==> config.mk <==
export PLATFORM = sky130hd
export DESIGN_NAME = packet_router
export DESIGN_NICKNAME = d
export VERILOG_FILES = /design/src/verilog/stream_pkg.sv /design/src/verilog/inspect_pkg.sv /design/src/verilog/frame_combiner.sv /design/src/verilog/com_inspector.sv /design/src/verilog/packet_router.sv
export SDC_FILE = /design/constraint.sdc
export NUM_CORES = 1
export LEC_CHECK = 0
export ABC_AREA = 1
export ABC_CLOCK_PERIOD_IN_PS = 5500
export BUFFER_PORTS_ARGS = -buffer_cell sky130_fd_sc_hd__buf_2
export CAP_MARGIN = 20
export CORE_MARGIN = 2
export CORE_UTILIZATION = 40
export CTS_BUF_LIST = sky130_fd_sc_hd__clkbuf_16
export CTS_CLUSTER_DIAMETER = 150
export CTS_CLUSTER_SIZE = 30
export DETAILED_ROUTE_END_ITERATION = 7
export GPL_TIMING_DRIVEN = 0
export PLACE_DENSITY = 0.55
export SETUP_SLACK_MARGIN = 0.05
export SLEW_MARGIN = 30
export SYNTH_ARGS = -nofsm -noshare
export SYNTH_HDL_FRONTEND = slang
export SYNTH_SLANG_ARGS = --single-unit
export TNS_END_PERCENT = 5
==> constraint.sdc <==
create_clock -name stream_clk -period 5.5 [get_ports stream_clk]
set_input_delay 1.1 -clock stream_clk [delete_from_list [all_inputs] [get_ports stream_clk]]
set_output_delay 1.1 -clock stream_clk [all_outputs]
set_load 0.01 [all_outputs]
==> src/verilog/stream_pkg.sv <==
`default_nettype none

package stream_pkg;

    ////////////////////////////////////////////////////////////////////////////
    // stream line geometry
    ////////////////////////////////////////////////////////////////////////////

    // one line is four flag bits on top of a 32-bit payload word
    localparam int LINE_WIDTH = 36;
    localparam int DATA_WIDTH = 32;

    typedef logic [DATA_WIDTH-1:0] line_data_t;

    // flags sit in bits 35..32, sof is bit 32 and eof bit 33
    typedef struct packed {
        logic [LINE_WIDTH-DATA_WIDTH-3:0] spare;
        logic                             eof;
        logic                             sof;
        line_data_t                       data;
    } stream_line_t;

    ////////////////////////////////////////////////////////////////////////////
    // forward half of a valid/ready stream
    ////////////////////////////////////////////////////////////////////////////

    // ready runs the other way as a plain one-bit port
    typedef struct packed {
        stream_line_t line;
        logic         valid;
    } stream_src_t;

endpackage

`default_nettype wire

==> src/verilog/inspect_pkg.sv <==
`default_nettype none

package inspect_pkg;

    ////////////////////////////////////////////////////////////////////////////
    // header buffer geometry
    ////////////////////////////////////////////////////////////////////////////

    // padded ethernet + ip + udp + vrt header
    localparam int NUM_HDR_LINES = 12;

    typedef logic [3:0] hdr_index_t;

    // first line handed to the dsp, this is the vrt header
    localparam hdr_index_t DSP_LINE_OFFSET = 4'd11;

    ////////////////////////////////////////////////////////////////////////////
    // match constants for udp data packets
    ////////////////////////////////////////////////////////////////////////////

    // ethertype in low 16 bits
    localparam int          ETHERTYPE_LINE = 3;
    localparam logic [15:0] ETHERTYPE_IPV4 = 16'h0800;

    // ip protocol in bits 23..16
    localparam int          PROTO_LINE = 6;
    localparam logic [7:0]  PROTO_UDP  = 8'h11;

    // udp destination port in low 16 bits
    localparam int          UDP_PORT_LINE = 9;
    localparam logic [15:0] UDP_DATA_PORT = 16'd49153;

    ////////////////////////////////////////////////////////////////////////////
    // inspector FSM and destination
    ////////////////////////////////////////////////////////////////////////////

    typedef enum logic [1:0] {
        READ_PRE,
        READ_HDR,
        WRITE_REGS,
        WRITE_LIVE
    } insp_state_e;

    typedef enum logic {
        DEST_DSP,
        DEST_CPU
    } insp_dest_e;

endpackage

`default_nettype wire

==> src/verilog/frame_combiner.sv <==
`timescale 1ns/1ps
`default_nettype none

module frame_combiner (
    input  logic                   stream_clk,
    input  logic                   stream_rst,
    input  stream_pkg::stream_src_t eth_i,
    output logic                   eth_ready_o,
    input  stream_pkg::stream_src_t ser_i,
    output logic                   ser_ready_o,
    output stream_pkg::stream_src_t com_o,
    input  logic                   com_ready_i
);
    import stream_pkg::*;

    typedef enum logic [1:0] {
        GRANT_IDLE,
        GRANT_ETH,
        GRANT_SER
    } grant_e;

    grant_e grant;
    logic   eth_xfer;
    logic   ser_xfer;

    ////////////////////////////////////////////////////////////////////////////
    // data path, purely combinational from granted source
    ////////////////////////////////////////////////////////////////////////////

    // only the granted source sees ready, nobody while idle
    assign eth_ready_o = (grant == GRANT_ETH) & com_ready_i;
    assign ser_ready_o = (grant == GRANT_SER) & com_ready_i;

    assign eth_xfer = eth_i.valid & eth_ready_o;
    assign ser_xfer = ser_i.valid & ser_ready_o;

    always_comb begin
        com_o       = eth_i;
        com_o.valid = 1'b0;
        case (grant)
            GRANT_ETH: com_o = eth_i;
            GRANT_SER: com_o = ser_i;
            default:   com_o.valid = 1'b0;
        endcase
    end

    ////////////////////////////////////////////////////////////////////////////
    // grant register, held for a whole packet
    ////////////////////////////////////////////////////////////////////////////

    always_ff @(posedge stream_clk) begin
        if (stream_rst) begin
            grant <= GRANT_IDLE;
        end else begin
            case (grant)
                GRANT_IDLE: begin
                    // ethernet has priority when both are waiting
                    if (eth_i.valid) begin
                        grant <= GRANT_ETH;
                    end else if (ser_i.valid) begin
                        grant <= GRANT_SER;
                    end
                end
                GRANT_ETH: begin
                    if (eth_xfer & eth_i.line.eof) begin
                        grant <= GRANT_IDLE;
                    end
                end
                GRANT_SER: begin
                    if (ser_xfer & ser_i.line.eof) begin
                        grant <= GRANT_IDLE;
                    end
                end
                default: grant <= GRANT_IDLE;
            endcase
        end
    end

endmodule

`default_nettype wire

==> src/verilog/com_inspector.sv <==
`timescale 1ns/1ps
`default_nettype none

module com_inspector (
    input  logic                    stream_clk,
    input  logic                    stream_rst,
    input  stream_pkg::stream_src_t com_i,
    output logic                    com_ready_o,
    output stream_pkg::stream_src_t cpu_o,
    input  logic                    cpu_ready_i,
    output stream_pkg::stream_src_t dsp_o,
    input  logic                    dsp_ready_i
);
    import stream_pkg::*;
    import inspect_pkg::*;

    insp_state_e  state;
    insp_dest_e   dest;
    hdr_index_t   hdr_count;
    hdr_index_t   hdr_count_next;
    logic         hdr_last;
    logic         hdr_we;
    logic         hdr_match;
    logic         first_dsp_line;

    // buffered header lines
    stream_line_t hdr_q [NUM_HDR_LINES];

    stream_line_t out_line;
    logic         out_valid;
    logic         out_ready;
    logic         in_xfer;
    logic         out_xfer;

    assign hdr_count_next = hdr_count + 4'd1;
    assign hdr_last       = (hdr_count == hdr_index_t'(NUM_HDR_LINES - 1));

    ////////////////////////////////////////////////////////////////////////////
    // classification
    ////////////////////////////////////////////////////////////////////////////

    // evaluated as the twelfth line arrives while the vrt header is still on the input
    assign hdr_match = (hdr_q[ETHERTYPE_LINE].data[15:0] == ETHERTYPE_IPV4)
                     & (hdr_q[PROTO_LINE].data[23:16] == PROTO_UDP)
                     & (hdr_q[UDP_PORT_LINE].data[15:0] == UDP_DATA_PORT)
                     & (com_i.line.data != '0);

    ////////////////////////////////////////////////////////////////////////////
    // output steering
    ////////////////////////////////////////////////////////////////////////////

    assign first_dsp_line = (dest == DEST_DSP) & (hdr_count == DSP_LINE_OFFSET);

    always_comb begin
        out_line = com_i.line;
        if (state == WRITE_REGS) begin
            out_line = hdr_q[hdr_count];
            // dsp frame starts mid packet and gets a fresh sof
            if (first_dsp_line) begin
                out_line.spare = '0;
                out_line.eof   = 1'b0;
                out_line.sof   = 1'b1;
            end
        end
    end

    assign out_valid = (state == WRITE_REGS) | ((state == WRITE_LIVE) & com_i.valid);
    assign out_ready = (dest == DEST_DSP) ? dsp_ready_i : cpu_ready_i;
    assign out_xfer  = out_valid & out_ready;

    always_comb begin
        cpu_o.line  = out_line;
        cpu_o.valid = (dest == DEST_CPU) & out_valid;
        dsp_o.line  = out_line;
        dsp_o.valid = (dest == DEST_DSP) & out_valid;
    end

    // always accepting while buffering and following the sink when live
    always_comb begin
        case (state)
            READ_PRE:   com_ready_o = 1'b1;
            READ_HDR:   com_ready_o = 1'b1;
            WRITE_LIVE: com_ready_o = out_ready;
            default:    com_ready_o = 1'b0;
        endcase
    end

    assign in_xfer = com_i.valid & com_ready_o;

    ////////////////////////////////////////////////////////////////////////////
    // header buffer
    ////////////////////////////////////////////////////////////////////////////

    assign hdr_we = in_xfer & (((state == READ_PRE) & com_i.line.sof) | (state == READ_HDR));

    always_ff @(posedge stream_clk) begin
        if (hdr_we) begin
            hdr_q[hdr_count] <= com_i.line;
        end
    end

    ////////////////////////////////////////////////////////////////////////////
    // inspector FSM
    ////////////////////////////////////////////////////////////////////////////

    always_ff @(posedge stream_clk) begin
        if (stream_rst) begin
            state     <= READ_PRE;
            dest      <= DEST_CPU;
            hdr_count <= '0;
        end else begin
            case (state)
                READ_PRE: begin
                    // lines outside a packet are dropped here
                    if (in_xfer & com_i.line.sof) begin
                        if (com_i.line.eof) begin
                            dest      <= DEST_CPU;
                            state     <= WRITE_REGS;
                            hdr_count <= '0;
                        end else begin
                            state     <= READ_HDR;
                            hdr_count <= hdr_count_next;
                        end
                    end
                end
                READ_HDR: begin
                    if (in_xfer) begin
                        if (hdr_last & hdr_match) begin
                            dest      <= DEST_DSP;
                            state     <= WRITE_REGS;
                            hdr_count <= DSP_LINE_OFFSET;
                        end else if (hdr_last | com_i.line.eof) begin
                            dest      <= DEST_CPU;
                            state     <= WRITE_REGS;
                            hdr_count <= '0;
                        end else begin
                            hdr_count <= hdr_count_next;
                        end
                    end
                end
                WRITE_REGS: begin
                    if (out_xfer) begin
                        if (out_line.eof) begin
                            state     <= READ_PRE;
                            hdr_count <= '0;
                        end else if (hdr_last) begin
                            state     <= WRITE_LIVE;
                            hdr_count <= '0;
                        end else begin
                            hdr_count <= hdr_count_next;
                        end
                    end
                end
                WRITE_LIVE: begin
                    if (out_xfer & out_line.eof) begin
                        state <= READ_PRE;
                    end
                end
                default: state <= READ_PRE;
            endcase
        end
    end

endmodule

`default_nettype wire

==> src/verilog/packet_router.sv <==
`timescale 1ns/1ps
`default_nettype none

module packet_router (
    input  logic                    stream_clk,
    input  logic                    stream_rst,

    // ethernet and serdes inputs
    input  stream_pkg::stream_src_t eth_inp_i,
    output logic                    eth_inp_ready_o,
    input  stream_pkg::stream_src_t ser_inp_i,
    output logic                    ser_inp_ready_o,

    // cpu and dsp outputs
    output stream_pkg::stream_src_t cpu_out_o,
    input  logic                    cpu_out_ready_i,
    output stream_pkg::stream_src_t dsp_out_o,
    input  logic                    dsp_out_ready_i
);
    import stream_pkg::*;

    // merged communication stream
    stream_src_t com;
    logic        com_ready;

    ////////////////////////////////////////////////////////////////////////////
    // input combiner, one whole packet at a time
    ////////////////////////////////////////////////////////////////////////////

    frame_combiner i_frame_combiner (
        .stream_clk  (stream_clk),
        .stream_rst  (stream_rst),
        .eth_i       (eth_inp_i),
        .eth_ready_o (eth_inp_ready_o),
        .ser_i       (ser_inp_i),
        .ser_ready_o (ser_inp_ready_o),
        .com_o       (com),
        .com_ready_i (com_ready)
    );

    ////////////////////////////////////////////////////////////////////////////
    // inspector, sends udp data to the dsp and the rest to the cpu
    ////////////////////////////////////////////////////////////////////////////

    com_inspector i_com_inspector (
        .stream_clk  (stream_clk),
        .stream_rst  (stream_rst),
        .com_i       (com),
        .com_ready_o (com_ready),
        .cpu_o       (cpu_out_o),
        .cpu_ready_i (cpu_out_ready_i),
        .dsp_o       (dsp_out_o),
        .dsp_ready_i (dsp_out_ready_i)
    );

endmodule

`default_nettype wire

==> results of run 1 <==
==> final cells by class <==
cell class,instances,share of cell area [%]
sequential,445,60.0
tap,615,3.49
clock buffer,19,2.16
multi-input combinational,981,22.2
timing repair buffer,187,6.42
inverter,128,2.19
clock inverter,7,0.136
buffer,134,3.45
==> layer usage <==
| metal | vias up | wire [um] | global-route usage (%) |
|---|---|---|---|
| met1 | 6757 | 26100 | 35.1 |
| met4 | 0 | 1830 | 6.95 |
| met3 | 105 | 5840 | 3.16 |
| met2 | 747 | 30300 | 41.8 |
| met5 | - | 0 | 0 |
| li1 | 6345 | - | - |
==> cell usage in the layout (no fill, tap or decap), drive strengths merged <==
cell      Yosys  layout
or2           1       1
o31ai         1       1
o21ai       247     247
clkbuf       53      72
a21boi        1       1
a31oi         6       6
a32oi         1       1
clkinvlp      0       1
nor3          7       7
inv         126     132
a32o          1       1
o221ai       37      37
clkinv        2       2
mux2i         7       7
ha           12      12
a211oi        1       1
nand3        88      88
dfxtp        13      13
xor2          1       1
nand4         3       3
o311ai        2       2
a21oi        20      20
nor2        237     237
nand2       242     242
o22ai        54      54
o211ai       12      12
buf          81     268
edfxtp      432     432
==> sequential cells by signal (all words and copies together), names as in the netlist, named ones only <==
register / count
i_com_inspector.dest: 1
i_com_inspector.hdr_count: 4
i_com_inspector.hdr_q: 432
i_com_inspector.state: 2
i_frame_combiner.grant: 2
==> report_power, final <==
part           switching, mW  internal (mW)
clock                   1.02          0.635
sequential            0.0281           4.04
combinational           2.71           1.12
==> tightest hold or removal path, delay by kind of cell (launching register included) <==
kind	cells	cell delay, ns
AO/OA/AOI/OAI	1	0.06
AND/OR/NAND/NOR	1	0.06
flip-flops	1	0.34
==> cell families (layout without fill, tap and decap cells) <==
logic type	count (synthesis)	in the layout	synth area share, %
xor+xnor	1	1	0.0455
fa+ha+maj	12	12	0.779
buf+inv	262	475	6.43
flops	445	445	68.7
simple gates	578	578	12.2
mux	7	7	0.364
compound gates	383	383	11.5
==> path summary, 6_finish.rpt <==
check | endpoint | slack (ns) | depth (start not counted)
setup reg to reg | i_com_inspector.hdr_q[3][27] | 1.97 | 13
setup / recovery | dsp_out_o[31] | 0.73 | 8
hold / removal | i_frame_combiner.grant[0] | 0.49 | 2
hold reg to reg | i_frame_combiner.grant[0] | 0.49 | 2
==> through the flow <==
stage	setup TNS [ns]	util [%]	cell area, um2	setup slack, ns
global route	0	46.3	22100	0.745
CTS	0	46.3	22100	0.825
floorplan	0	-	19300	0.716
finish	0	46.3	22100	0.728
detailed placement	0	45.2	21500	1.44
global placement	-326.89	43.7	20800	-2.54
==> summary.md, run 1 <==
| Metric | Value |
|---|---|
| First-pass GRT wire length | `90200 um` |
| First drt pass iteration count | `5` |
| Htree depth | `1` |
| Worst hold slack | `0.493 ns` |
| Gate Count Post-Synth | `1688` |
| R2r startpoint | `i_frame_combiner.grant[0]` |
| Cell chain of the critical path | `inv_1 > ha_1 > clkbuf_1 > clkbuf_1 > nand3_1 > o21ai_1 > buf_4 > buf_2` |
| CTS Buf Count | `18` |
| Area of the core | `47600 um2` |
| Outcome | `complete, no violations` |
| Distinct cells, synth | `39` |
| Maximum vdd ir drop | `0.222 mV` |
| Crit path DAT | `3.67 ns` |
| Share of cells above drive strength 1 | `17.0%` |
| Area of the multi-input gates | `4880 um2` |
| Peak Freq | `210 MHz` |
| CTS Hold Bufs | `0` |
| Final Setup Violations | `0` |
| WP buf/inv | `5` |
| Max-slew violations | `0` |
| Post-synth EDFFs | `432` |
| CTS resizes | `0` |
| Via count | `13954` |
| CP startpoint | `i_com_inspector.state[0]` |
| Via-per-instance ratio | `5.55` |
| Total power | `9.55 mW` |
| GRT Util Overall | `25.2%` |
| Min-Delay Startpoint | `i_frame_combiner.grant[0]` |
| CP Launch Type | `flip-flop` |
| #FFs+latches synth | `445` |
| RSZ-0062 raised after global routing | `no` |
| Die area | `50000 um2` |
| Clock sinks | `445` |
| Synth Area per Inst | `11.4 um2` |
| Net count after synthesis | `1778` |
| Vias in the first global route | `12996` |
| Synth Flop Type | `edfxtp_1` |
| Seq/Total Area, Yosys | `68.7%` |
| Root buffer cell | `clkbuf_16` |
| Pleak | `7.97 nW` |
| Clock Latency Late Sink | `0.56 ns` |
| Final net count | `1985` |
| Worst Max-Slew Pin Slew | `1.05 ns` |
| Worst setup EP type | `output port` |
| Total inserted antenna cells | `0` |
| Layout Cells excl Fill | `2516` |
| Post-DP HPWL | `44500 um` |
| Cell Area, Synth | `19300 um2` |
| Post-CTS setup buffers | `0` |
| DRC Markers | `0` |
| Final setup skew | `0.0347 ns` |
| DR iter-0 viols | `1723` |
| Largest net degree at the start of global routing | `32` |
| Routed length per instance | `25.5 um` |
| Period utilisation layout | `86.8%` |
| Worst slew margin | `29.7%` |
| Final ANT Viol Nets | `0` |
| Synth top area share | `67.3%` |
| Final Hold Fails | `0` |
| Routed WL | `64000 um` |
| Worst path max stage delay | `0.80 ns` |
| GP Congestion | `0.816` |
| Ys async rst share | `0%` |
| Clk buf depth | `3` |
| Placed Instances | `2490` |
| PortBufs | `153` |
| Area growth syn-to-layout | `14.4%` |
| Critical path type | `reg -> out` |
| Data required, critical path | `4.40 ns` |
| Total of max-cap violations | `0` |
| Crit-path max FO | `10` |
| Top cells by area, synth | `edfxtp_1 (67%), o21ai_0 (5.5%), nand2_1 (4.6%)` |
| Die height | `224 um` |
| Slowest CP cell | `clkbuf_1` |
| Boundary Pins | `154` |
| PwrDens | `433 nW/um2` |
| Post-synth top area cell | `edfxtp_1` |
| Sequential cell area | `13200 um2` |
| YS warnings | `0` |
| CP delay by family, top | `buffers and inverters` |
| # fillers | `4370` |
| Most common library cells after synthesis | `edfxtp_1 (432), nand2_1 (237), nor2_1 (235)` |
| Post-layout min period | `4.77 ns` |
| Initial core utilization | `40.4%` |
| Gr ovfl total | `0` |
| Initial antenna violation count | `2` |
| HP Class | `reg -> reg` |
| DIE WIDTH | `224 um` |
| CTS clock-pin slew for the worst setup and hold paths | `0.12 ns` |
| Site Rows | `80` |
| Most frequent cell after synthesis | `edfxtp_1` |
| Critical Path Most Common Cell | `clkbuf_1` |
| CTS tree | `built` |
Power figures use the tool's default switching activity.
==> run 2: changes to the inputs <==
- CELL_PAD_IN_SITES_DETAIL_PLACEMENT: default -> 1
- CELL_PAD_IN_SITES_GLOBAL_PLACEMENT: default -> 2
- PLACE_DENSITY: 0.55 -> 0.77
==> run 2 against run 1 <==
Effect of this change:
- critical endpoint is now dsp_out_o[1]
- clock-buffer cell count did not move
- die area did not move
- combinational power barely moved
- worst setup slack got worse by 0.066 ns
- clock skew fell by 0.0068 ns
==> summary.md, run 2 (synthesis results as in run 1) <==
| Metric | Value |
|---|---|
| Outcome | `complete, no violations` |
| Final ANT Viol Nets | `0` |
| Pleak | `7.99 nW` |
| Via-per-instance ratio | `5.64` |
| Commonest non-fill, non-tap cell in the layout | `edfxtp_1` |
| CTS resizes | `0` |
| Worst setup margin | `0.663 ns` |
| Metal2 WL | `32200 um` |
| Final setup skew | `0.0279 ns` |
| Htree depth | `1` |
| Clk buf depth | `3` |
| Sequential cell area | `13200 um2` |
| Gr ovfl total | `0` |
| Post-CTS setup buffers | `0` |
| Registers with the most flip-flops | `i_com_inspector.hdr_q (432), i_com_inspector.hdr_count (4)` |
| Post-place setup slack | `1.39 ns` |
| Via count | `14203` |
| Worst path depth | `7` |
| Boundary Pins | `154` |
| Worst path max stage delay | `0.80 ns` |
| DRC Markers | `0` |
| Worst slew margin | `29.6%` |
| Post-route cell area | `22100 um2` |
| Cell chain of the critical path | `inv_1 > ha_1 > clkbuf_1 > clkbuf_1 > o21ai_0 > buf_4 > buf_2` |
| Max-slew violations | `0` |
| Largest Register | `i_com_inspector.hdr_q` |
| Final Hold Fails | `0` |
| Routed WL | `67500 um` |
| Clock sinks | `445` |
| HP Class | `reg -> reg` |
| Crit-path max FO | `10` |
| WHS Path Cells | `2` |
| Final net count | `1985` |
| Area of the multi-input gates | `4880 um2` |
| Total inserted antenna cells | `0` |
| CP Launch Type | `flip-flop` |
| Vias in the first global route | `14661` |
| Critical path type | `reg -> out` |
| Slowest CP cell | `clkbuf_1` |
| Period utilisation layout | `88.0%` |
| DR iter-0 viols | `1398` |
| WP buf/inv | `5` |
| Maximum vdd ir drop | `0.215 mV` |
| Share of cells above drive strength 1 | `17.1%` |
| Area of the core | `47600 um2` |
| # fillers | `5166` |
| Routed met1 length | `27400 um` |
| Final Setup Violations | `0` |
| Post-layout min period | `4.84 ns` |
| CP delay by family, top | `buffers and inverters` |
| CTS Hold Bufs | `0` |
| Initial core utilization | `40.4%` |
| Worst Max-Slew Pin Slew | `1.06 ns` |
| CTS tree | `built` |
| Uppermost layer routed | `met4` |
| Routed met3 length | `5720 um` |
| First drt pass iteration count | `5` |
| Area growth syn-to-layout | `14.6%` |
| Total of max-cap violations | `0` |
| PwrDens | `434 nW/um2` |
| PortBufs | `153` |
| Largest net degree at the start of global routing | `32` |
| First-pass GRT wire length | `97400 um` |
| Root buffer cell | `clkbuf_16` |
| Clock Latency Late Sink | `0.56 ns` |
| Die height | `224 um` |
| DIE WIDTH | `224 um` |
| Initial antenna violation count | `1` |
| Crit path DAT | `3.74 ns` |
| Die area | `50000 um2` |
| GRT Util Overall | `27.0%` |
| CTS clock-pin slew for the worst setup and hold paths | `0.12 ns` |
| Commonest non-fill, non-tap cells in the layout | `edfxtp_1 (432), nand2_1 (237), nor2_1 (225)` |
| CTS Buf Count | `18` |
| Site Rows | `80` |
| GP Congestion | `0.811` |
| RSZ-0062 raised after global routing | `no` |
| Largest register FFs | `432` |
| Placed inst area | `21600 um2` |
| Critical Path Most Common Cell | `clkbuf_1` |
| Worst r2r path cells | `13` |
| Post-DP HPWL | `48200 um` |
| Data required, critical path | `4.40 ns` |
| Peak Freq | `207 MHz` |
| Worst setup EP type | `output port` |
| Routed length per instance | `26.8 um` |
==> run 2: cell types whose count changed in the layout (fill, tap and decap cells not counted), sizes merged <==
cell and delta:
inv +1
==> run 2: area by class of cell <==
cell class | instances | area share (%)
plain buffers | 134 | 3.46
clock buffers | 19 | 2.15
clock inverters | 8 | 0.153
inverters | 128 | 2.19
multi-input cells | 981 | 22.1
flip-flops and latches | 445 | 59.9
well taps | 615 | 3.48
repair buffers | 187 | 6.52
==> run 2: report_power, final <==
part	switching [mW]	internal, mW
combinational	2.74	1.12
clock	1.02	0.636
sequential	0.0314	4.04
==> run 2: tightest hold or removal path: stages (launching register included) <==
cell and delay, ns:
dfxtp_1 0.35, nand2_1 0.07, a21oi_1 0.06
==> run 2: through the flow <==
step	util [%]	hold slack [ns]	setup TNS, ns	power (mW)	std cells
after floorplan	-	0.456	0	6.32	1688
after global placement	43.7	0.476	-327.74	7.87	2456
after detailed placement	45.3	0.492	0	7.99	2490
after CTS	46.3	0.517	0	9.60	2517
after global routing	46.3	0.552	0	10.0	2517
final	46.3	0.512	0	9.59	2517
==> run 2: worst paths after layout <==
check / startpoint / slack (ns) / end
min: i_frame_combiner.grant[0] / 0.51 / i_frame_combiner.grant[0]
max reg2reg: i_frame_combiner.grant[0] / 1.95 / i_com_inspector.hdr_q[7][3]
min reg2reg: i_frame_combiner.grant[0] / 0.51 / i_frame_combiner.grant[0]
max: i_com_inspector.state[0] / 0.66 / dsp_out_o[1]
==> run 2: metal layers <==
layer  GRT usage, %  vias to the layer above
li1               -                     6357
met1           35.7                     7124
met2           45.0                      605
met3           4.81                      117
met4           9.12                        0
met5              0                        -
